==> src/common/tex_pkg.sv <==
`default_nettype none

package tex_pkg;

    // warp geometry
    localparam int NUM_THREADS = 2;
    localparam int NW_BITS     = 2;
    localparam int NR_BITS     = 5;
    localparam int PC_BITS     = 32;

    // texture units and their control registers
    localparam int NUM_TEX_UNITS = 2;
    localparam int TEX_UNIT_BITS = 1;
    localparam int CSR_ADDR_BITS = 12;
    localparam int CSR_WIDTH     = 32;

    localparam logic [CSR_ADDR_BITS-1:0] CSR_TEX_BEGIN = 12'h7C0;
    localparam logic [CSR_ADDR_BITS-1:0] CSR_TEX_END   = 12'h7CF;

    // coordinates and sizes
    localparam int COORD_BITS    = 16;
    localparam int MAX_DIM_LOG2  = 8;
    localparam int DIM_LOG2_BITS = $clog2(MAX_DIM_LOG2 + 1);

    // texel storage
    localparam int MEM_ADDR_BITS = 10;
    localparam int MEM_DEPTH     = 1024;
    localparam int TEXEL_BITS    = 32;

    // request to response, in cycles
    localparam int TEX_LATENCY = 3;

    // register offsets inside one unit, 6 and 7 reserved
    typedef enum logic [2:0] {
        CSR_OFS_ADDR   = 3'd0,
        CSR_OFS_FORMAT = 3'd1,
        CSR_OFS_WIDTH  = 3'd2,
        CSR_OFS_HEIGHT = 3'd3,
        CSR_OFS_WRAP_U = 3'd4,
        CSR_OFS_WRAP_V = 3'd5
    } tex_csr_e;

    typedef enum logic [1:0] {
        WRAP_CLAMP  = 2'd0,
        WRAP_REPEAT = 2'd1,
        WRAP_MIRROR = 2'd2
    } wrap_mode_e;

    typedef enum logic {
        FMT_RGBA8 = 1'b0,
        FMT_R8    = 1'b1
    } tex_format_e;

endpackage

`default_nettype wire

==> src/tex/tex_addr_gen.sv <==
`default_nettype none

module tex_addr_gen
    import tex_pkg::*;
(
    input  wire                                       clk,
    input  wire                                       rst_n,
    input  wire                                       advance,
    input  wire                                       in_valid,
    input  wire  [NUM_THREADS-1:0][COORD_BITS-1:0]    u,
    input  wire  [NUM_THREADS-1:0][COORD_BITS-1:0]    v,
    input  wire  [MEM_ADDR_BITS-1:0]                  base,
    input  wire  [DIM_LOG2_BITS-1:0]                  width_log2,
    input  wire  [DIM_LOG2_BITS-1:0]                  height_log2,
    input  wire wrap_mode_e                           wrap_u,
    input  wire wrap_mode_e                           wrap_v,
    input  wire tex_format_e                          format,
    output logic [NUM_THREADS-1:0][MEM_ADDR_BITS-1:0] word_addr,
    output logic [NUM_THREADS-1:0][1:0]               byte_sel,
    output logic                                      out_valid
);

    // signed coordinate into 0 .. size-1, sizes are powers of two
    function automatic logic [COORD_BITS-1:0] wrap_coord(
        input logic [COORD_BITS-1:0]    c,
        input logic [DIM_LOG2_BITS-1:0] size_log2,
        input wrap_mode_e               mode
    );
        logic [COORD_BITS:0] size;
        logic [COORD_BITS:0] cx;
        logic [COORD_BITS:0] t;
        logic [COORD_BITS:0] res;
        size = {{COORD_BITS{1'b0}}, 1'b1} << size_log2;
        cx   = {c[COORD_BITS-1], c};
        case (mode)
            WRAP_REPEAT: res = cx & (size - 1'b1);
            WRAP_MIRROR: begin
                t   = cx & ((size << 1) - 1'b1);
                res = (t < size) ? t : ((size << 1) - 1'b1 - t);
            end
            default: begin
                if (c[COORD_BITS-1]) begin
                    res = '0;
                end else if (cx >= size) begin
                    res = size - 1'b1;
                end else begin
                    res = cx;
                end
            end
        endcase
        return res[COORD_BITS-1:0];
    endfunction

    logic [NUM_THREADS-1:0][MEM_ADDR_BITS-1:0] addr_d;
    logic [NUM_THREADS-1:0][1:0]               sel_d;

    always_comb begin : addr_calc
        logic [COORD_BITS-1:0]    uw;
        logic [COORD_BITS-1:0]    vw;
        logic [MEM_ADDR_BITS+1:0] idx;
        for (int t = 0; t < NUM_THREADS; t++) begin
            uw  = wrap_coord(u[t], width_log2, wrap_u);
            vw  = wrap_coord(v[t], height_log2, wrap_v);
            // only the low index bits survive the modulo
            idx = (MEM_ADDR_BITS+2)'((vw << width_log2) + uw);
            if (format == FMT_R8) begin
                addr_d[t] = base + idx[MEM_ADDR_BITS+1:2];
                sel_d[t]  = idx[1:0];
            end else begin
                addr_d[t] = base + idx[MEM_ADDR_BITS-1:0];
                sel_d[t]  = 2'b00;
            end
        end
    end

    always_ff @(posedge clk) begin
        if (!rst_n) begin
            out_valid <= 1'b0;
        end else if (advance) begin
            out_valid <= in_valid;
        end
    end

    always_ff @(posedge clk) begin
        if (advance) begin
            word_addr <= addr_d;
            byte_sel  <= sel_d;
        end
    end

endmodule

`default_nettype wire

==> config.mk <==
export PLATFORM = sky130hd
export DESIGN_NAME = tex_addr_gen
export DESIGN_NICKNAME = d
export VERILOG_FILES = /design/src/common/tex_pkg.sv /design/src/tex/tex_addr_gen.sv
export SDC_FILE = /design/constraint.sdc
export NUM_CORES = 1
export LEC_CHECK = 0
export BUFFER_PORTS_ARGS = -buffer_cell sky130_fd_sc_hd__buf_2
export CORE_UTILIZATION = 60
export CTS_BUF_LIST = sky130_fd_sc_hd__clkbuf_16
export DETAILED_ROUTE_END_ITERATION = 12
export MAX_ROUTING_LAYER = met4
export PLACE_DENSITY_LB_ADDON = 0.3
export SETUP_SLACK_MARGIN = 0.4
export SYNTH_ARGS = -nofsm -noshare
export SYNTH_HDL_FRONTEND = slang
export SYNTH_SLANG_ARGS = --single-unit
export TNS_END_PERCENT = 5
==> constraint.sdc <==
create_clock -name clk -period 29.4 [get_ports clk]
set_input_delay 7.35 -clock clk [delete_from_list [all_inputs] [get_ports clk]]
set_output_delay 7.35 -clock clk [all_outputs]
set_load 0.02 [all_outputs]
==> impl_table.tex <==
\begin{tabular}{lr}
\hline
Metric & Value \\
\hline
\multicolumn{2}{l}{\textbf{STA}} \\
Count of final max-slew check failures & 0 \\
Setup repair after global routing missed its margin & false \\
Largest clock skew in the final design & 0 ns \\
Number of endpoints with negative hold slack in the final report & 0 \\
Fin crit share & 57.5\% \\
Fmax & 59.2 MHz \\
Final Setup Violations & 0 \\
Final worst-path setup slack & 12.51 ns \\
Worst max-slew margin expressed relative to the limit & 12.8\% \\
TNS Setup & 0 ns \\
Min Tclk post-route & 16.89 ns \\
Transition time at the pin with the least slew margin & 1.31 ns \\
Final-layout worst hold slack & 0.524 ns \\
\multicolumn{2}{l}{\textbf{GRT}} \\
Pin count of the biggest net entering global routing & 47 \\
Total GRT Usage & 40.8\% \\
Overall overflow remaining after global route & 0 \\
Via count of the first global-routing pass & 9,873 \\
Number of antenna violations at the first check in global routing & 1 \\
Global-route wire length before repair & 52,400 um \\
\multicolumn{2}{l}{\textbf{CTS}} \\
Sink count of the clock tree & 25 \\
Gates resized, CTS repair & 0 \\
Buffer type at the clock tree root & sky130\_fd\_sc\_hd\_\_clkbuf\_16 \\
Hold bufs inserted after CTS & 0 \\
Clock input transition at the sequential cells of the worst setup and hold paths & 0.06 ns \\
Number of post-CTS setup repair buffers & 0 \\
Clock latency at the later pin of the worst-skew pair & 0.26 ns \\
Number of H-tree branching levels & 1 \\
CTS Buffer Depth & 2 \\
Number of buffers created by CTS & 3 \\
CTS tree & done \\
\multicolumn{2}{l}{\textbf{Logic synthesis}} \\
Ranking of synthesized cells by instance count & sky130\_fd\_sc\_hd\_\_ha\_1 (174), sky130\_fd\_sc\_hd\_\_nand2\_1 (136), sky130\_fd\_sc\_hd\_\_nor2\_1 (95) \\
Predominant post-synthesis flop cell & sky130\_fd\_sc\_hd\_\_edfxtp\_1 \\
Number of flip-flops and latches in the synthesized netlist & 25 \\
Proportion of netlist area held by the largest area contributor & 22.0\% \\
Gate count of the mapped netlist & 1,340 \\
Synth area leaders & sky130\_fd\_sc\_hd\_\_ha\_1 (22\%), sky130\_fd\_sc\_hd\_\_edfxtp\_1 (7.3\%), sky130\_fd\_sc\_hd\_\_nand2\_1 (5.2\%) \\
Net count after synthesis & 1,609 \\
Cell area after synthesis & 9910 um2 \\
Sequential cell area fraction in the yosys report & 7.48\% \\
Synth area leader & sky130\_fd\_sc\_hd\_\_ha\_1 \\
Number of distinct library cells after synthesis & 92 \\
Yosys warning total & 0 \\
Top-count cell post-synth & sky130\_fd\_sc\_hd\_\_ha\_1 \\
Number of synthesized flops with an enable pin & 24 \\
Syn\_area\_per\_cell & 7.39 um2 \\
Fraction of registers with async set/reset & 0\% \\
\multicolumn{2}{l}{\textbf{Floorplan}} \\
Count of standard-cell rows & 46 \\
Horizontal die dimension & 131 um \\
Core box area & 16,000 um2 \\
Total die area & 17,000 um2 \\
Die height & 131 um \\
Starting Density & 61.9\% \\
Number of I/O pins & 116 \\
\multicolumn{2}{l}{\textbf{Drt}} \\
Via total after detailed routing & 11,100 \\
Number of design rule violations left after detail routing & 0 \\
Post-detailed-route wirelength per cell & 21.1 um \\
Number of DRC markers after the initial detailed-route iteration & 1,244 \\
Detailed Route WL & 34,200 um \\
Final ANT Viol Nets & 0 \\
First-pass iteration count of the detailed router & 6 \\
Avg Vias per Cell & 6.82 \\
\multicolumn{2}{l}{\textbf{Place}} \\
Total cell area at the placement stage & 10,600 um2 \\
Routability congestion estimate & 1.03 \\
Count of input and output buffers & 115 \\
DP Wirelength & 27,300 um \\
Worst setup timing slack at the placement stage & 12.60 ns \\
\multicolumn{2}{l}{\textbf{Setup path}} \\
CP peak stage delay & 1.08 ns \\
Top fanout value on the critical path & 35 \\
Flop-to-flop setup slack & 28.81 ns \\
Critical setup path kind & primary input to flop \\
CP arrival & 16.90 ns \\
Reg2Reg Depth & 2 \\
Launching point of the worst reg2reg path & out\_valid \\
Crit end category & flop \\
Type of element launching the critical path & primary input \\
Crit Reg-Reg Endpoint & out\_valid \\
Data required, critical path & 29.40 ns \\
Cell with the biggest individual delay on the critical path & sky130\_fd\_sc\_hd\_\_a221oi\_1 \\
\multicolumn{2}{l}{\textbf{Run}} \\
Max-cap violation count & 0 \\
\multicolumn{2}{l}{\textbf{Min path}} \\
Startpoint of the lowest-slack hold path & out\_valid \\
Depth of the worst hold-timing path & 2 \\
Worst min-delay path endpoint & out\_valid \\
Min-Delay Path Class & flop to flop \\
\multicolumn{2}{l}{\textbf{Cells and area}} \\
Area used by multi-input combinational logic & 8660 um2 \\
Area growth from synthesis to layout & 7.94\% \\
Area occupied by registers & 741 um2 \\
Layout fillers & 1,409 \\
Share of layout cells above drive strength 1 & 12.3\% \\
Total non-filler cell area in the finished layout & 10,700 um2 \\
Final \#Nets & 1,677 \\
\multicolumn{2}{l}{\textbf{Pwr}} \\
Static leakage & 0.00476 uW \\
Highest ir drop seen on vdd & 0.0000395 V \\
Power density over the cells & 33.6 nW/um2 \\
Design Power & 359 uW \\
\multicolumn{2}{l}{\textbf{Run status}} \\
Result of the run & complete, no violations \\
\hline
\end{tabular}
## critical path: cells and delay by family
family / cells / cell delay [ns]
xor+xnor: 1 / 0.13
mux: 1 / 0.26
compound gates: 19 / 4.02
fa+ha+maj: 4 / 1.60
simple gates: 15 / 3.23
buf+inv: 1 / 0.28
## power breakdown
part | switching [uW] | internal (uW)
clock | 11.7 | 18.5
combinational | 165 | 107
sequential | 1.94 | 55.1
## layer usage
layer / vias to the layer above / part of all wire, % / track usage, %
met5: - / 0 / -
met4: 0 / 2.3 / 11.3
met3: 67 / 12 / 7.70
met2: 690 / 41 / 59.9
met1: 5127 / 44 / 56.5
li1: 5198 / - / -
## how the worst max path moves through the flow
stage | slack (ns) | end | from
global route | 11.66 | word_addr[9] | width_log2[3]
CTS | 12.84 | word_addr[9] | height_log2[3]
detailed placement | 12.60 | word_addr[9] | height_log2[3]
global placement | 12.91 | word_addr[9] | width_log2[3]
floorplan | 13.90 | word_addr[9] | height_log2[3]
finish | 12.51 | word_addr[9] | height_log2[3]
## placed cells by master (no fill, tap or decap), types with 14 or more instances in the layout
cell / synthesis / final
sky130_fd_sc_hd__nand4_1: 30 / 30
sky130_fd_sc_hd__nor3_1: 36 / 36
sky130_fd_sc_hd__buf_4: 1 / 14
sky130_fd_sc_hd__nor2b_1: 32 / 32
sky130_fd_sc_hd__o22ai_1: 17 / 17
sky130_fd_sc_hd__o211ai_1: 15 / 15
sky130_fd_sc_hd__nor2_1: 95 / 95
sky130_fd_sc_hd__o21a_1: 18 / 18
sky130_fd_sc_hd__buf_2: 6 / 115
sky130_fd_sc_hd__nand2b_1: 14 / 14
sky130_fd_sc_hd__inv_1: 66 / 66
sky130_fd_sc_hd__a21oi_1: 69 / 69
sky130_fd_sc_hd__and3_1: 34 / 34
sky130_fd_sc_hd__o21ai_0: 56 / 56
sky130_fd_sc_hd__mux2i_1: 33 / 33
sky130_fd_sc_hd__nand3_1: 35 / 35
sky130_fd_sc_hd__edfxtp_1: 24 / 24
sky130_fd_sc_hd__ha_1: 174 / 174
sky130_fd_sc_hd__nand2_1: 136 / 136
sky130_fd_sc_hd__a21o_1: 33 / 33
sky130_fd_sc_hd__and2_1: 36 / 36
sky130_fd_sc_hd__a211oi_1: 23 / 22
sky130_fd_sc_hd__a31oi_1: 22 / 22
sky130_fd_sc_hd__xnor2_1: 48 / 48
## registers in the layout, summed over array words and instances (netlist names)
register and flops:
word_addr 20, out_valid 1, byte_sel 4
## final cells by class
type	count	share of cell area (%)
diodes	1	0.0234
clock buffers	3	0.702
clock inverters	1	0.0702
inverters	68	2.39
multi-input cells	1181	81.0
flip-flops and latches	25	6.93
well taps	216	2.53
repair buffers	129	6.36
## kinds of logic after synthesis
group | Yosys count | synth area share, %
AOI/OAI and AO/OA | 393 | 28.4
adders and majority gates | 178 | 22.8
muxes | 47 | 5.04
DFF | 25 | 7.48
buffers and inverters | 134 | 5.19
xor gates and xnor gates | 61 | 5.39
and+or+nand+nor | 502 | 25.8
## stage by stage
stage          util (%)  instances
3_5_place_dp       66.3       1619
6_report           66.8       1624
3_3_place_gp       66.3       1619
2_1_floorplan         -       1340
4_1_cts            66.8       1623
5_1_grt            66.8       1624
(Power assumes the default switching activity.)
