==> config.mk <==
export PLATFORM = sky130hd
export DESIGN_NAME = tex_csr
export DESIGN_NICKNAME = d
export VERILOG_FILES = /design/src/common/tex_pkg.sv /design/src/tex/tex_csr.sv
export SDC_FILE = /design/constraint.sdc
export NUM_CORES = 1
export LEC_CHECK = 0
export ABC_CLOCK_PERIOD_IN_PS = 2950
export BUFFER_PORTS_ARGS = -buffer_cell sky130_fd_sc_hd__buf_4
export CORE_MARGIN = 1
export CORE_UTILIZATION = 40
export DETAILED_ROUTE_END_ITERATION = 8
export SYNTH_ARGS = -nofsm -noshare
export SYNTH_HDL_FRONTEND = slang
export SYNTH_SLANG_ARGS = --single-unit
export TNS_END_PERCENT = 5
==> constraint.sdc <==
create_clock -name clk -period 2.95 [get_ports clk]
set_input_delay 0.4425 -clock clk [delete_from_list [all_inputs] [get_ports clk]]
set_output_delay 0.4425 -clock clk [all_outputs]
set_load 0.05 [all_outputs]
==> src/common/tex_pkg.sv <==
`default_nettype none

package tex_pkg;

    // warp geometry
    localparam int NUM_THREADS = 2;
    localparam int NW_BITS     = 2;
    localparam int NR_BITS     = 5;
    localparam int PC_BITS     = 32;

    // texture units and their control registers
    localparam int NUM_TEX_UNITS = 2;
    localparam int TEX_UNIT_BITS = 1;
    localparam int CSR_ADDR_BITS = 12;
    localparam int CSR_WIDTH     = 32;

    localparam logic [CSR_ADDR_BITS-1:0] CSR_TEX_BEGIN = 12'h7C0;
    localparam logic [CSR_ADDR_BITS-1:0] CSR_TEX_END   = 12'h7CF;

    // coordinates and sizes
    localparam int COORD_BITS    = 16;
    localparam int MAX_DIM_LOG2  = 8;
    localparam int DIM_LOG2_BITS = $clog2(MAX_DIM_LOG2 + 1);

    // texel storage
    localparam int MEM_ADDR_BITS = 10;
    localparam int MEM_DEPTH     = 1024;
    localparam int TEXEL_BITS    = 32;

    // request to response, in cycles
    localparam int TEX_LATENCY = 3;

    // register offsets inside one unit, 6 and 7 reserved
    typedef enum logic [2:0] {
        CSR_OFS_ADDR   = 3'd0,
        CSR_OFS_FORMAT = 3'd1,
        CSR_OFS_WIDTH  = 3'd2,
        CSR_OFS_HEIGHT = 3'd3,
        CSR_OFS_WRAP_U = 3'd4,
        CSR_OFS_WRAP_V = 3'd5
    } tex_csr_e;

    typedef enum logic [1:0] {
        WRAP_CLAMP  = 2'd0,
        WRAP_REPEAT = 2'd1,
        WRAP_MIRROR = 2'd2
    } wrap_mode_e;

    typedef enum logic {
        FMT_RGBA8 = 1'b0,
        FMT_R8    = 1'b1
    } tex_format_e;

endpackage

`default_nettype wire

==> src/tex/tex_csr.sv <==
`default_nettype none

module tex_csr
    import tex_pkg::*;
(
    input  wire                          clk,
    input  wire                          rst_n,
    input  wire                          csr_wr_en,
    input  wire  [CSR_ADDR_BITS-1:0]     csr_wr_addr,
    input  wire  [CSR_WIDTH-1:0]         csr_wr_data,
    input  wire  [TEX_UNIT_BITS-1:0]     rd_unit,
    output logic [MEM_ADDR_BITS-1:0]     rd_base,
    output tex_format_e                  rd_format,
    output logic [DIM_LOG2_BITS-1:0]     rd_width_log2,
    output logic [DIM_LOG2_BITS-1:0]     rd_height_log2,
    output wrap_mode_e                   rd_wrap_u,
    output wrap_mode_e                   rd_wrap_v
);

    logic [MEM_ADDR_BITS-1:0] base_q   [NUM_TEX_UNITS];
    tex_format_e              format_q [NUM_TEX_UNITS];
    logic [DIM_LOG2_BITS-1:0] width_q  [NUM_TEX_UNITS];
    logic [DIM_LOG2_BITS-1:0] height_q [NUM_TEX_UNITS];
    wrap_mode_e               wrap_u_q [NUM_TEX_UNITS];
    wrap_mode_e               wrap_v_q [NUM_TEX_UNITS];

    logic [CSR_ADDR_BITS-1:0] ofs;
    logic                     in_range;
    logic [TEX_UNIT_BITS-1:0] wr_unit;
    tex_csr_e                 wr_reg;

    // unit in bit 3 of the offset, register in bits 2:0
    assign ofs      = csr_wr_addr - CSR_TEX_BEGIN;
    assign in_range = (csr_wr_addr >= CSR_TEX_BEGIN) && (csr_wr_addr <= CSR_TEX_END);
    assign wr_unit  = ofs[3 +: TEX_UNIT_BITS];
    assign wr_reg   = tex_csr_e'(ofs[2:0]);

    always_ff @(posedge clk) begin
        if (!rst_n) begin
            for (int i = 0; i < NUM_TEX_UNITS; i++) begin
                base_q[i]   <= '0;
                format_q[i] <= FMT_RGBA8;
                width_q[i]  <= '0;
                height_q[i] <= '0;
                wrap_u_q[i] <= WRAP_CLAMP;
                wrap_v_q[i] <= WRAP_CLAMP;
            end
        end else if (csr_wr_en && in_range) begin
            case (wr_reg)
                CSR_OFS_ADDR:   base_q[wr_unit]   <= csr_wr_data[MEM_ADDR_BITS-1:0];
                CSR_OFS_FORMAT: format_q[wr_unit] <= tex_format_e'(csr_wr_data[0]);
                CSR_OFS_WIDTH:  width_q[wr_unit]  <= csr_wr_data[DIM_LOG2_BITS-1:0];
                CSR_OFS_HEIGHT: height_q[wr_unit] <= csr_wr_data[DIM_LOG2_BITS-1:0];
                CSR_OFS_WRAP_U: wrap_u_q[wr_unit] <= wrap_mode_e'(csr_wr_data[1:0]);
                CSR_OFS_WRAP_V: wrap_v_q[wr_unit] <= wrap_mode_e'(csr_wr_data[1:0]);
                default: ;
            endcase
        end
    end

    // fields of the requesting unit
    assign rd_base        = base_q[rd_unit];
    assign rd_format      = format_q[rd_unit];
    assign rd_width_log2  = width_q[rd_unit];
    assign rd_height_log2 = height_q[rd_unit];
    assign rd_wrap_u      = wrap_u_q[rd_unit];
    assign rd_wrap_v      = wrap_v_q[rd_unit];

endmodule

`default_nettype wire

==> impl_metrics.toml, run 1 <==
[global_routing]
grt_pass1_wl_um = 7610
gr-total-overflow = 0
antenna_found_initial = 0
grt_usage_pct = 16.3
grt_pass1_vias = 1595
grt_max_degree = 24

[job]
drv_cap = 0

[yosys]
syn_nets = 219
synth_warnings = 0
synth_flop_cell = "edfxtp_1"
synth_edf_count = 44
ys_seq_elements = 46
async_flop_share_pct = 0
netlist_instances = 171
ys_types = 30
yosysSeqAreaShare_pct = 58.2
syn-cell-area_um2 = 2340
synth.avg_cell_area_um2 = 13.7

[finish]
antennaDiodeCount = 0
seq_area_um2 = 1360
final_common_cell = "buf_4"
area_growth_pct = 21.4
fin_nets = 268
num-fill-cells = 510
multiInputGateArea_um2 = 868
stdcell_count = 293
postLayoutCellArea_um2 = 2840
fin_util_pct = 50.9
final_cell_mix = "buf_4, edfxtp_1, mux2_2, nor3_2, nor3_1"
final_layout_size_suffix_gt1_share_pct = 47.5

[drt]
antenna_left = 0
dr.first_iter.drc_count = 68
vias = 1553
drt-total-wl_um = 4690
wire_per_inst_um = 16.0
drc = 0
via_per_inst = 5.30
drt-pass1-iter-count = 4

[setup_path]
critPathMaxStageDelay_ns = 0.37
slowest_stage = "and4b_1"
end_kind = "flip-flop"
cp_num_buf_inv = 3
cp.required_ns = 2.96
crit_type = "primary input to flip-flop"
crit_family = "simple AND/OR/NAND/NOR gates"
cp-start-kind = "primary input"
cp_cell_sequence = "buf_4 -> and4b_1 -> nand4b_4 -> buf_4 -> o21ai_0 -> buf_4"
rrSetupSlack_ns = 2.37
cp.arrival_ns = 2.06
crit_top_cell = "buf_4"
cp_max_fo = 22

[clock_network]
cts_buffer_depth = 2
cts_hold_buf = 0
cts_resized = 0
cts_setup_buffers = 0
cts_htree_levels = 2
clock_sinks = 46
cts-root-buf = "clkbuf_8"
clk_pin_slew_ns = 0.08
cts_buffers = 5
cts_tree = "yes"
clk_latency_ns = 0.29

[die]
start_util_pct = 41.9
core_um2 = 5570
dieWidth_um = 78.4
die_y_um = 78.4
ios = 71
die-area_um2 = 6150
rows = 27

[sta]
max_slew_margin_pct = 59.9
finalClockSkew_ns = 0
slew_violations = 0
setup_tns_ns = 0
rsz0062_at_grt = "no"
min_period_over_period_pct = 69.6
tightest_slew_ns = 0.595
hold_viol = 0
setup_viol = 0
period_needed_ns = 2.05
fmax_mhz = 487

[pwr]
p_total_mw = 1.35
power_density_nw_per_um2 = 478
peakVddDrop_uv = 200
p_leak_nw = 1.03

[placement]
dpl.hpwl_um = 3330
placed_cells = 285
portBuffers = 48
dpl_cell_area_um2 = 2760
place.gp.congestion = 0.761

[run_status]
status = "finished, final reports clean"

[min_path]
hold_path_class = "flip-flop to flip-flop"
-- routing by layer --
layer,routed length (um),vias to the layer above,GRT usage (%)
li1,-,750,-
met1,2080,748,20.0
met2,2330,49,28.2
met3,204,6,3.26
met4,75,0,5.93
met5,0,-,0
-- layout make-up --
class,count,area share [%]
flip-flops and latches,46,48.0
multi-input cells,104,30.6
inverters,10,1.32
well taps,72,3.18
clock buffers,6,2.56
clock inverters,2,0.309
repair buffers,53,14.0
-- logic make-up after synthesis --
family | Yosys count | synth area share (%)
AND/OR/NAND/NOR | 69 | 23.1
flip-flops | 46 | 58.2
multiplexers | 25 | 11.9
buffers and inverters | 21 | 4.60
AO/OA/AOI/OAI | 10 | 2.14
-- report_power, final --
group	internal, mW	switching [mW]
clock	0.163	0.198
sequential	0.743	0.00722
combinational	0.0851	0.158
-- flip-flops by register name (all words and copies together) (netlist names) --
register / count
format_q: 2
width_q: 8
wrap_u_q: 4
height_q: 8
wrap_v_q: 4
base_q: 20
-- cells in the mapped netlist, types with 5 or more instances --
library cell  count  area, um^2
buf_2             5        25.0
and4_1            8        70.1
mux2_2           23         259
o21ai_0           9        45.0
inv_1            10        37.5
edfxtp_1         44        1320
nor3_2           20         200
nor3_1           17        85.1
-- per-stage QoR --
| stage | setup WS [ns] | hold WS, ns |
|---|---|---|
| 6_report | 0.897 | 0.472 |
| 2_1_floorplan | 0.683 | 0.442 |
| 3_3_place_gp | 0.603 | 0.455 |
| 4_1_cts | 0.895 | 0.478 |
| 3_5_place_dp | 0.587 | 0.466 |
| 5_1_grt | 0.769 | 0.497 |
-- final timing paths --
| kind | start | endpoint | cells after the start |
|---|---|---|---|
| max reg2reg | format_q[0]$_DFF_P_ | format_q[0]$_DFF_P_ | 2 |
| max | csr_wr_addr[4] | base_q[0][2]$_SDFFCE_PN0P_ | 6 |
| min reg2reg | format_q[1]$_DFF_P_ | format_q[1]$_DFF_P_ | 2 |
| min | format_q[1]$_DFF_P_ | format_q[1]$_DFF_P_ | 2 |
-- worst reg2reg max path: cells and delay by family (launching register included) --
kind	cells	cell delay (ns)
flip-flops	1	0.33
multiplexers	1	0.13
AND/OR/NAND/NOR	1	0.05
Note: power is estimated with default switching activity, not from simulation.
==> run 2, diff against run 1 <==
- ABC_CLOCK_PERIOD_IN_PS: 2950 -> 1650
- PLACE_DENSITY: default -> 0.67
- clock period: 2.95 -> 1.65 ns (I/O delays scaled with it)
==> run 2 against run 1 <==
Against the previous run:
- via count up 1.8%
- clock power up 86%
- global-route usage down 1.2 points
- power up 81%
- critical path type is now flip-flop to output port
==> impl_metrics.toml, run 2 (synthesis gave the netlist of run 1 again) <==
[die]
die-area_um2 = 6150
ios = 71
start_util_pct = 41.9
dieWidth_um = 78.4
die_y_um = 78.4
rows = 27
core_um2 = 5570

[placement]
portBuffers = 48
placed_cells = 298
dpl.hpwl_um = 3010
place.gp.congestion = 0.794

[setup_path]
cp.required_ns = 1.40
crit_start = "height_q[0][3]$_SDFFCE_PN0P_"
cp.arrival_ns = 1.15
cp-start-kind = "flip-flop"
crit_type = "flip-flop to output port"
end_kind = "output port"
r2r_start = "format_q[1]$_DFF_P_"
reg2reg_to = "format_q[1]$_DFF_P_"
cp_max_fo = 1
rrSetupSlack_ns = 1.08
ff2ff_path_depth = 2

[global_routing]
antenna_found_initial = 0
grt_pass1_vias = 1581
grt_max_degree = 24
grt_pass1_wl_um = 7030
grt_usage_pct = 15.0
gr-total-overflow = 0

[min_path]
hold_path_class = "primary input to flip-flop"
hp-start = "csr_wr_data[1]"
hold_path_end = "wrap_u_q[1][1]$_SDFFCE_PN0P_"
whs_path_depth = 2

[finish]
final_cell_mix = "buf_4, edfxtp_1, mux2_2, nor3_2, nor3_1"
final_layout_size_suffix_gt1_share_pct = 51.7
area_growth_pct = 26.6
fin_nets = 281
regMostFlops = "base_q"
antennaDiodeCount = 0
largest_reg_flops = 20
stdcell_count = 306
multiInputGateArea_um2 = 872
final_common_cell = "buf_4"
num-fill-cells = 516
largestRegisters = "base_q: 20 flops, height_q: 8 flops, width_q: 8 flops"
seq_area_um2 = 1360

[sta]
setup_tns_ns = 0
setup_viol = 0
rsz0062_at_grt = "no"
fmax_mhz = 714
finalClockSkew_ns = 0
hold_viol = 0
max_slew_margin_pct = 75.2
tightest_slew_ns = 0.369
slew_violations = 0
period_needed_ns = 1.40
min_period_over_period_pct = 84.9

[run_status]
status = "finished, final reports clean"

[clock_network]
cts_resized = 0
clock_sinks = 46
cts_buffers = 5
cts-root-buf = "clkbuf_8"
cts_buffer_depth = 2
cts_tree = "yes"
cts_htree_levels = 2
clk_pin_slew_ns = 0.08
cts_hold_buf = 0
clk_latency_ns = 0.29
cts_setup_buffers = 0

[drt]
drt-pass1-iter-count = 4
via_per_inst = 5.17
drt-total-wl_um = 4190
dr.first_iter.drc_count = 76
drc = 0
antenna_left = 0
vias = 1581
wire_per_inst_um = 13.7

[pwr]
peakVddDrop_uv = 337
p_leak_nw = 1.09
power_density_nw_per_um2 = 831

[job]
drv_cap = 0
## run 2: cell type report
type	instances	share of cell area, %
multi-input combinational	104	29.5
inverter	10	1.27
sequential	46	46.0
clock buffer	5	2.33
timing repair buffer	66	17.2
clock inverter	3	0.719
tap	72	3.04
## run 2: where the power goes
part / internal, mW / leakage [nW] / total [mW] / switching (mW)
combinational: 0.169 / 0.614 / 0.449 / 0.280
sequential: 1.33 / 0.434 / 1.34 / 0.0124
clock: 0.297 / 0.0441 / 0.670 / 0.372
total: 1.79 / 1.09 / 2.46 / 0.665
## run 2: stage by stage
| step | setup slack (ns) | cell area [um^2] | hold WS, ns | total power, mW | util, % |
|---|---|---|---|---|---|
| 2_1_floorplan | -0.0993 | 2340 | 0.390 | 1.65 | - |
| 3_3_place_gp | 0.0530 | 2870 | 0.455 | 1.82 | 51.5 |
| 3_5_place_dp | 0.0317 | 2870 | 0.458 | 1.82 | 51.5 |
| 4_1_cts | 0.228 | 2960 | 0.297 | 2.48 | 53.1 |
| 5_1_grt | 0.214 | 2960 | 0.313 | 2.55 | 53.1 |
| 6_report | 0.250 | 2960 | 0.305 | 2.46 | 53.1 |
## run 2: layer usage
| layer | track usage [%] | wire (um) | vias to the layer above |
|---|---|---|---|
| li1 | - | - | 777 |
| met1 | 18.4 | 1850 | 748 |
| met2 | 25.3 | 2060 | 48 |
| met3 | 3.84 | 188 | 8 |
| met4 | 6.11 | 79 | 0 |
| met5 | 0 | 0 | - |
## run 2: worst max-delay path by stage
stage | end | slack [ns] | cells past startpoint
floorplan | base_q[1][0]$_SDFFCE_PN0P_ | -0.1 | 4
global placement | wrap_v_q[1][0]$_SDFFCE_PN0P_ | 0.05 | 4
detailed placement | wrap_u_q[1][0]$_SDFFCE_PN0P_ | 0.03 | 5
CTS | rd_height_log2[3] | 0.23 | 2
global route | rd_height_log2[3] | 0.21 | 2
finish | rd_height_log2[3] | 0.25 | 2
## run 2: critical path: stages (launching register included)
cell      delay [ns]
edfxtp_1        0.40
mux2_2          0.27
buf_4           0.19
