<file path="config.mk">
export PLATFORM = sky130hd
export DESIGN_NAME = tex_unpack
export DESIGN_NICKNAME = d
export VERILOG_FILES = /design/src/common/tex_pkg.sv /design/src/tex/tex_unpack.sv
export SDC_FILE = /design/constraint.sdc
export NUM_CORES = 1
export LEC_CHECK = 0
export BUFFER_PORTS_ARGS = -buffer_cell sky130_fd_sc_hd__buf_2
export CAP_MARGIN = 0
export CORE_MARGIN = 10
export CORE_UTILIZATION = 30
export DETAILED_ROUTE_END_ITERATION = 12
export PLACE_DENSITY = 0.77
export SYNTH_ARGS = -nofsm -noshare
export SYNTH_HDL_FRONTEND = slang
export SYNTH_SLANG_ARGS = --single-unit
</file>
<file path="constraint.sdc">
create_clock -name vclk -period 1.2
set_input_delay 0.12 -clock vclk [all_inputs]
set_output_delay 0.12 -clock vclk [all_outputs]
set_load 0.01 [all_outputs]
</file>
<file path="src/common/tex_pkg.sv">
`default_nettype none

package tex_pkg;

    // warp geometry
    localparam int NUM_THREADS = 2;
    localparam int NW_BITS     = 2;
    localparam int NR_BITS     = 5;
    localparam int PC_BITS     = 32;

    // texture units and their control registers
    localparam int NUM_TEX_UNITS = 2;
    localparam int TEX_UNIT_BITS = 1;
    localparam int CSR_ADDR_BITS = 12;
    localparam int CSR_WIDTH     = 32;

    localparam logic [CSR_ADDR_BITS-1:0] CSR_TEX_BEGIN = 12'h7C0;
    localparam logic [CSR_ADDR_BITS-1:0] CSR_TEX_END   = 12'h7CF;

    // coordinates and sizes
    localparam int COORD_BITS    = 16;
    localparam int MAX_DIM_LOG2  = 8;
    localparam int DIM_LOG2_BITS = $clog2(MAX_DIM_LOG2 + 1);

    // texel storage
    localparam int MEM_ADDR_BITS = 10;
    localparam int MEM_DEPTH     = 1024;
    localparam int TEXEL_BITS    = 32;

    // request to response, in cycles
    localparam int TEX_LATENCY = 3;

    // register offsets inside one unit, 6 and 7 reserved
    typedef enum logic [2:0] {
        CSR_OFS_ADDR   = 3'd0,
        CSR_OFS_FORMAT = 3'd1,
        CSR_OFS_WIDTH  = 3'd2,
        CSR_OFS_HEIGHT = 3'd3,
        CSR_OFS_WRAP_U = 3'd4,
        CSR_OFS_WRAP_V = 3'd5
    } tex_csr_e;

    typedef enum logic [1:0] {
        WRAP_CLAMP  = 2'd0,
        WRAP_REPEAT = 2'd1,
        WRAP_MIRROR = 2'd2
    } wrap_mode_e;

    typedef enum logic {
        FMT_RGBA8 = 1'b0,
        FMT_R8    = 1'b1
    } tex_format_e;

endpackage

`default_nettype wire

</file>
<file path="src/tex/tex_unpack.sv">
`default_nettype none

module tex_unpack
    import tex_pkg::*;
(
    input  wire  [TEXEL_BITS-1:0] word,
    input  wire tex_format_e      format,
    input  wire  [1:0]            byte_sel,
    output logic [TEXEL_BITS-1:0] color
);

    logic [7:0] red;

    // byte 0 is the least significant
    assign red = word[{byte_sel, 3'b000} +: 8];

    always_comb begin
        if (format == FMT_R8) begin
            color                   = '0;
            color[7:0]              = red;
            color[TEXEL_BITS-1 -: 8] = 8'hFF;
        end else begin
            color = word;
        end
    end

endmodule

`default_nettype wire
</file>
==> summary.md, run 1 <==
| Metric | Value |
|---|---|
| Place WS | `-0.00224 ns` |
| DRT iter0 DRCs | `13` |
| Setup violators final | `0` |
| Largest family of logic cells by synthesized area | `simple AND/OR/NAND/NOR gates` |
| Nature of the critical path endpoint | `output pin` |
| Internal power component | `0.173 mW` |
| Row cnt | `14` |
| Initial core utilization | `0.328` |
| Wire per inst | `16.0 um` |
| Vias in the first global route | `683` |
| Post-route ant nets | `0` |
| CP required | `1.08 ns` |
| Setup Buffers After CTS | `0` |
| Post-synthesis sequential area ratio | `0` |
| Minimum hold slack | `0.518 ns` |
| Worst-path cell chain | `buf_2 > buf_4 > nor4bb_1 > a221oi_1 > buf_2` |
| First-pass GRT wire length | `3150 um` |
| Min-delay src | `word[25]` |
| Slew headroom | `0.750` |
| Overall die width | `61.3 um` |
| Slew Limit Fails | `0` |
| Full die area | `3760 sq um` |
| Crit share post-route | `0.932` |
| Worst Max-Slew Pin Slew | `0.370 ns` |
| WS Path Type | `input port to output pin` |
| RSZ-0062 raised after global routing | `no` |
| Yosys top cell by area | `a221oi_2` |
| Mux share of post-synthesis cell area | `0.156` |
| FF/Latch Area | `0 sq um` |
| Gr busiest metal | `met2` |
| Fin. Hold Viols | `0` |
| Yosys top cell area share | `0.205` |
| Post-CTS sizing | `0` |
| Switching part of the total power | `0.489` |
| Hold Buf Count CTS | `0` |
| Hold path depth | `3` |
| Synth warn | `0` |
| Crit-path max cell delay | `0.31 ns` |
| CLK BUF | `0` |
| Met3 Usage GRT | `0.0370` |
| NetSw | `0.166 mW` |
| Hold EP | `color[25]` |
| Via-per-instance ratio | `4.84` |
| GRT met2 Usage | `0.234` |
| Most used cell, CP | `buf_2` |
| Power per cell area | `379 nW/um^2` |
| Synth area leaders | `a221oi_2, nor2b_1, mux2i_1` |
| Maximum vdd drop | `0.115 mV` |
| Fin nets | `168` |
| Grt met1 use | `0.0806` |
| Comb power frac | `1.000` |
| Total number of vias | `712` |
| GPL Wtd Cong | `0.730` |
| Max Cap Viol | `0` |
| Synth Area in Adders | `0` |
| Initial DRT Pass Iterations | `4` |
| Syn Inst Count | `65` |
| Fin cells | `147` |
| Clock share of power | `0` |
| Initial antenna violation count | `0` |
| Overall Global Routing Usage | `0.103` |
| Final min period | `1.12 ns` |
| Critical Path Fanout Max | `7` |
| Seq_cells | `0` |
| Port bufs | `67` |
| Largest net degree at the start of global routing | `22` |
| Count of cell types in the netlist | `14` |
| Fin worst setup slack | `0.0814 ns` |
| Lkg Pwr | `0.495 nW` |
| Synth Area in Simple Gates | `0.479` |
| Synth Area in Compound Gates | `0.240` |
| Die height | `61.3 um` |
| Slowest cell on crit path | `nor4bb_1` |
| Mean Syn Cell Area | `7.87 sq um` |
| Critical path startpoint category | `input port` |
| Layout area overhead | `74.8%` |
| Hpwl dp | `2140 um` |
| Status | `finished, final reports clean` |
| Mapped Area | `512 sq um` |
| XOR/XNOR Fraction of Synth Area | `0` |
| # DRC | `0` |
| Drt total wl | `2350 um` |
| Worst Path Arrival | `1.00 ns` |
| Total gr overflow | `0` |
| Share of layout cells above drive strength 1 | `0.634` |
| ANT cells | `0` |
| Core footprint | `1560 sq um` |
| Top Ports | `67` |
| Min-Delay Path Class | `input port to output pin` |
| Post-Syn Nets | `100` |
| Sequential power share | `0` |
| Max Freq | `894 MHz` |
| Inst Count DP | `147` |
## area by class of cell
cell class	instances	area (sq um)
Fill cell	140	664
Inverter	8	30.0
Multi-Input combinational cell	51	462
Tap cell	16	20.0
Timing Repair Buffer	72	383
## metal layers
| metal | vias to the layer above | routed length [um] | share of wire |
|---|---|---|---|
| li1 | 365 | - | - |
| met1 | 308 | 733 | 0.31 |
| met2 | 39 | 1260 | 0.54 |
| met3 | 0 | 356 | 0.15 |
| met4 | 0 | 0 | 0 |
| met5 | - | 0 | 0 |
## kinds of logic (layout without fill, tap and decap cells)
family          after synthesis  in the layout
mux                           8              8
buf+inv                      14             80
simple gates                 34             34
compound gates                9              9
## how the worst max path moves through the flow
| stage | endpoint | depth (start not counted) | startpoint | slack (ns) |
|---|---|---|---|---|
| finish | color[3] | 5 | byte_sel[1] | 0.08 |
| detailed placement | color[2] | 5 | format | -0.002 |
| floorplan | color[3] | 3 | byte_sel[1] | 0.18 |
| global route | color[5] | 5 | format | 0.007 |
| CTS | color[2] | 5 | format | 0.007 |
| global placement | color[7] | 4 | byte_sel[1] | 0.08 |
## power groups by stage
stage	logic, mW	registers (mW)	clock network (mW)
2_1_floorplan	0.178	0	0
3_3_place_gp	0.328	0	0
3_5_place_dp	0.337	0	0
4_1_cts	0.337	0	0
5_1_grt	0.371	0	0
6_report	0.339	0	0
## worst max-delay path: cells and delay by family
| family | cells | cell delay, ns |
|---|---|---|
| buf+inv | 3 | 0.48 |
| simple gates | 1 | 0.31 |
| compound gates | 1 | 0.09 |
## metrics by stage
step / setup TNS, ns / total power, mW / util / area (sq um)
2_1_floorplan: 0 / 0.178 / - / 512
6_report: 0 / 0.339 / 0.574 / 895
5_1_grt: 0 / 0.371 / 0.574 / 895
4_1_cts: 0 / 0.337 / 0.559 / 871
3_5_place_dp: -0.00224 / 0.337 / 0.559 / 871
3_3_place_gp: 0 / 0.328 / 0.559 / 871
## cell usage in the layout (no fill, tap or decap), drive strengths merged
master,Yosys,routed
clkbuf,3,1
nor2b,16,16
a221oi,8,8
buf,3,71
o21ai,1,1
and2,2,2
or2,8,8
mux2i,8,8
nor4bb,7,7
inv,8,8
and4bb,1,1
## synth_stat cells
library cell	number
a221oi_1	1
a221oi_2	7
and2_1	2
and4bb_1	1
buf_2	2
buf_6	1
clkbuf_1	2
clkbuf_2	1
inv_1	8
mux2i_1	8
nor2b_1	16
nor4bb_1	7
o21ai_2	1
or2_1	8
(Power assumes the default switching activity.)
==> inputs of run 2 (changes only) <==
--- a/config.mk
+++ b/config.mk
@@ -11,6 +11,7 @@
 export CORE_UTILIZATION = 30
 export DETAILED_ROUTE_END_ITERATION = 12
 export PLACE_DENSITY = 0.77
+export REMOVE_ABC_BUFFERS = 1
 export SYNTH_ARGS = -nofsm -noshare
 export SYNTH_HDL_FRONTEND = slang
 export SYNTH_SLANG_ARGS = --single-unit
==> run 2 against run 1 <==
  * Routed wire length decreased by 4.0%
  * Final area increased by 2.7%
  * Total power increased by 2.8%
  * Non-clock buffer count increased by 1
  * Highest routed layer unchanged
==> summary.md, run 2 (synthesized netlist as in run 1, its figures left out) <==
| Metric | Value |
|---|---|
| Die height | `61.3 um` |
| Crit path launch | `byte_sel[1]` |
| Full die area | `3760 sq um` |
| Crit share post-route | `0.947` |
| Inst Count DP | `148` |
| ANT cells | `0` |
| Critical Path Fanout Max | `7` |
| Crit path to | `color[7]` |
| Core footprint | `1560 sq um` |
| Final Util | `0.589` |
| Sequential power share | `0` |
| Slew Limit Fails | `0` |
| Multi-input logic area | `475 sq um` |
| Design area | `918 sq um` |
| Largest net degree at the start of global routing | `19` |
| Lkg Pwr | `0.503 nW` |
| Place WS | `0.0380 ns` |
| Worst Max-Slew Pin Slew | `0.368 ns` |
| Switching part of the total power | `0.488` |
| Layout area overhead | `79.5%` |
| Via-per-instance ratio | `4.88` |
| Total number of vias | `722` |
| Initial core utilization | `0.328` |
| DRT iter0 DRCs | `9` |
| Fin. Hold Viols | `0` |
| Most common cell after layout, fill and taps aside | `buf_2` |
| WS Path Type | `input port to output pin` |
| Crit-path max cell delay | `0.29 ns` |
| Worst-path cell chain | `buf_2 > and2_2 > a221oi_2 > buf_2` |
| Initial DRT Pass Iterations | `4` |
| First-pass GRT wire length | `3380 um` |
| Comb power frac | `1.000` |
| Initial antenna violation count | `0` |
| CLK BUF | `0` |
| Fin cells | `148` |
| Drt total wl | `2260 um` |
| Hpwl dp | `1970 um` |
| Buffer and inverter count on the worst path | `2` |
| Nature of the critical path endpoint | `output pin` |
| Most used cell, CP | `buf_2` |
| Power per cell area | `380 nW/um^2` |
| Max Cap Viol | `0` |
| FF/Latch Area | `0 sq um` |
| Area after DPL | `891 sq um` |
| Most frequent cells in the layout | `buf_2, nor2b_1` |
| Hold Buf Count CTS | `0` |
| Wire per inst | `15.2 um` |
| Min-Delay Path Class | `input port to output pin` |
| Overall Global Routing Usage | `0.109` |
| GPL Wtd Cong | `0.683` |
| Max Freq | `880 MHz` |
| Internal power component | `0.179 mW` |
| Row cnt | `14` |
| # DRC | `0` |
| CP delay by family, top | `buffers and inverters` |
| Slowest cell on crit path | `a221oi_2` |
| Post-route ant nets | `0` |
| Share of layout cells above drive strength 1 | `0.644` |
| Top Ports | `67` |
| Status | `finished, final reports clean` |
| Clock share of power | `0` |
| Overall die width | `61.3 um` |
| Port bufs | `67` |
| Maximum vdd drop | `0.166 mV` |
| TNS Setup | `0 ns` |
| Fillers | `147` |
| Setup violators final | `0` |
| RSZ-0062 raised after global routing | `no` |
| NetSw | `0.170 mW` |
| Seq_cells | `0` |
| Slew headroom | `0.754` |
| Worst path depth | `4` |
| Total gr overflow | `0` |
| Fin worst setup slack | `0.0634 ns` |
| Critical path startpoint category | `input port` |
| Vias in the first global route | `736` |
| Final min period | `1.14 ns` |
| Fin nets | `169` |
| Worst Path Arrival | `1.02 ns` |
| CP required | `1.08 ns` |
[run 2: worst min-delay path by stage]
| stage | from | to | depth (start not counted) |
|---|---|---|---|
| floorplan | format | color[10] | 1 |
| global placement | word[30] | color[30] | 3 |
| detailed placement | word[24] | color[24] | 3 |
| CTS | word[24] | color[24] | 3 |
| global route | word[26] | color[26] | 3 |
| finish | word[24] | color[24] | 3 |
[run 2: final cells by class]
cell class	count	area share
timing repair buffer	73	0.428
multi-input combinational	51	0.518
inverter	8	0.0327
tap	16	0.0218
[run 2: what timing repair did]
action,in CTS,in global routing
buffers inserted,0,0
resized for setup,0,5
endpoints found under the setup margin,0,5
[run 2: power by group through the flow]
stage,clock network [mW],registers [mW],logic [mW]
final,0,0,0.349
after global placement,0,0,0.337
after CTS,0,0,0.343
after floorplan,0,0,0.154
after detailed placement,0,0,0.342
after global routing,0,0,0.380
[run 2: metrics by stage]
stage	hold slack, ns	power, mW
3_5_place_dp	0.522	0.342
6_report	0.519	0.349
3_3_place_gp	0.521	0.337
5_1_grt	0.544	0.380
4_1_cts	0.522	0.343
2_1_floorplan	0.286	0.154
[run 2: routing by layer]
| metal | wire, um | GRT usage |
|---|---|---|
| met5 | 0 | 0 |
| met3 | 341 | 0.0370 |
| met2 | 1120 | 0.206 |
| met1 | 799 | 0.121 |
| met4 | 0 | 0 |
==> inputs of run 3 (changes only) <==
--- a/config.mk
+++ b/config.mk
@@ -5,12 +5,13 @@
 export SDC_FILE = /design/constraint.sdc
 export NUM_CORES = 1
 export LEC_CHECK = 0
+export ABC_AREA = 1
 export BUFFER_PORTS_ARGS = -buffer_cell sky130_fd_sc_hd__buf_2
 export CAP_MARGIN = 0
 export CORE_MARGIN = 10
 export CORE_UTILIZATION = 30
 export DETAILED_ROUTE_END_ITERATION = 12
-export PLACE_DENSITY = 0.77
+export PLACE_DENSITY = 0.74
 export REMOVE_ABC_BUFFERS = 1
 export SYNTH_ARGS = -nofsm -noshare
 export SYNTH_HDL_FRONTEND = slang
==> run 3 against run 2 <==
  * Setup slack better by 0.099 ns
  * Sequential share of layout area stayed put
  * Total power is 7.3% lower
==> summary.md, run 3 <==
| Metric | Value |
|---|---|
| Synth area leaders | `nand2_1, inv_1, nand3_1` |
| Buffer and inverter count on the worst path | `3` |
| Design area | `867 sq um` |
| Slew Limit Fails | `0` |
| FF/Latch Area | `0 sq um` |
| Most common cell after layout, fill and taps aside | `buf_2` |
| Multi-input logic area | `382 sq um` |
| Fillers | `223` |
| DRT iter0 DRCs | `38` |
| Status | `finished, final reports clean` |
| Yosys top cell area share | `0.362` |
| Die height | `63.2 um` |
| Mean Syn Cell Area | `4.59 sq um` |
| Most frequent cells in the layout | `buf_2, nand2_1, inv_1, nor2_1, nand3_1` |
| Most common cell in the netlist | `nand2_1` |
| Hold Buf Count CTS | `0` |
| Power per cell area | `373 nW/um^2` |
| Syn Inst Count | `122` |
| Full die area | `4000 sq um` |
| Top Ports | `67` |
| Seq_cells | `0` |
| Count of cell types in the netlist | `12` |
| Overall Global Routing Usage | `0.107` |
| Initial antenna violation count | `0` |
| Worst Max-Slew Pin Slew | `0.314 ns` |
| Max Cap Viol | `0` |
| Post-route ant nets | `0` |
| Hpwl dp | `2050 um` |
| CP delay by family, top | `buffers and inverters` |
| Crit path launch | `byte_sel[0]` |
| Crit-path max cell delay | `0.19 ns` |
| Area after DPL | `865 sq um` |
| Share of layout cells above drive strength 1 | `0.411` |
| CP required | `1.08 ns` |
| Setup violators final | `0` |
| Min-Delay Path Class | `input port to output pin` |
| Nature of the critical path endpoint | `output pin` |
| Yosys top cell by area | `nand2_1` |
| Final Util | `0.497` |
| Most frequent cells after synthesis | `nand2_1, inv_1, nor2_1` |
| Vias in the first global route | `916` |
| Post-CTS sizing | `0` |
| # DRC | `0` |
| Fin. Hold Viols | `0` |
| ANT cells | `0` |
| Via-per-instance ratio | `4.25` |
| TNS Setup | `0 ns` |
| Drt total wl | `2330 um` |
| Power Total | `0.323 mW` |
| Slew headroom | `0.791` |
| Mapped Area | `561 sq um` |
| Wire per inst | `11.1 um` |
| Initial DRT Pass Iterations | `4` |
| Fin worst setup slack | `0.162 ns` |
| Fin nets | `222` |
| Synth warn | `0` |
| GPL Wtd Cong | `0.763` |
| Place WS | `0.0984 ns` |
| Post-synthesis sequential area ratio | `0` |
| Total gr overflow | `0` |
| Crit share post-route | `0.865` |
| Maximum vdd drop | `0.156 mV` |
| CLK BUF | `0` |
| WS Path Type | `input port to output pin` |
| Critical path startpoint category | `input port` |
| Initial core utilization | `0.321` |
| Overall die width | `63.2 um` |
| Total number of vias | `893` |
| Port bufs | `67` |
| First-pass GRT wire length | `3850 um` |
| Slowest cell on crit path | `clkbuf_4` |
| Min-delay src | `word[3]` |
| Setup Buffers After CTS | `0` |
| Final min period | `1.04 ns` |
| Critical Path Fanout Max | `13` |
| Worst Path Arrival | `0.92 ns` |
| Largest net degree at the start of global routing | `18` |
| Core footprint | `1750 sq um` |
| Layout area overhead | `54.7%` |
| Max Freq | `963 MHz` |
| RSZ-0062 raised after global routing | `no` |
| Row cnt | `15` |
| Lkg Pwr | `0.651 nW` |
| Worst-path cell chain | `clkbuf_4 > buf_4 > nand2_1 > nand3_1 > nand2_1 > nand2_1 > nand2_1 > buf_2` |
| Most used cell, CP | `nand2_1` |
## run 3: changes by cell type in the layout (fill, tap and decap cells not counted), sizes merged, moves of 2 or more
cell    previous run  this run
nand2              0        56
mux2i              8         0
buf               73        68
nand3              0        16
and2               2         0
a221oi             8         0
nor2               0        16
nor4bb             7         0
inv                8        27
or2                8         0
nor2b             16         0
## run 3: final timing paths
kind                  endpoint  slack, ns  cells past startpoint
worst max-delay path  color[2]       0.16                      8
worst min-delay path  color[3]       0.52                      4
## run 3: final cells by class
class | count | area share
multi-input cells | 89 | 0.440
repair buffers | 69 | 0.407
well taps | 25 | 0.0361
inverters | 27 | 0.117
## run 3: tightest hold or removal path, delay by kind of cell
| family | cells | cell delay, ns |
|---|---|---|
| and+or+nand+nor | 2 | 0.09 |
| buffers and inverters | 2 | 0.19 |
## run 3: routing by layer
| layer | global-route usage | vias to the layer above | wire (um) |
|---|---|---|---|
| met5 | 0 | - | 0 |
| met4 | 0 | 0 | 0 |
| met3 | 0.0336 | 0 | 213 |
| met2 | 0.195 | 46 | 1050 |
| met1 | 0.125 | 370 | 1070 |
| li1 | - | 477 | - |
## run 3: cell families after synthesis
logic type	count (synthesis)	synth area share
buffers and inverters	33	0.319
AO/OA/AOI/OAI	1	0.0290
AND/OR/NAND/NOR	88	0.652
## run 3: through the flow
stage / hold slack [ns] / cells
finish: 0.524 / 210
global route: 0.541 / 210
CTS: 0.526 / 210
detailed placement: 0.525 / 210
global placement: 0.526 / 210
floorplan: 0.288 / 116
## run 3: where the power goes
part           total, mW  switching [mW]  internal (mW)
clock network          0               0              0
registers              0               0              0
logic              0.323           0.185          0.139
total              0.323           0.185          0.139
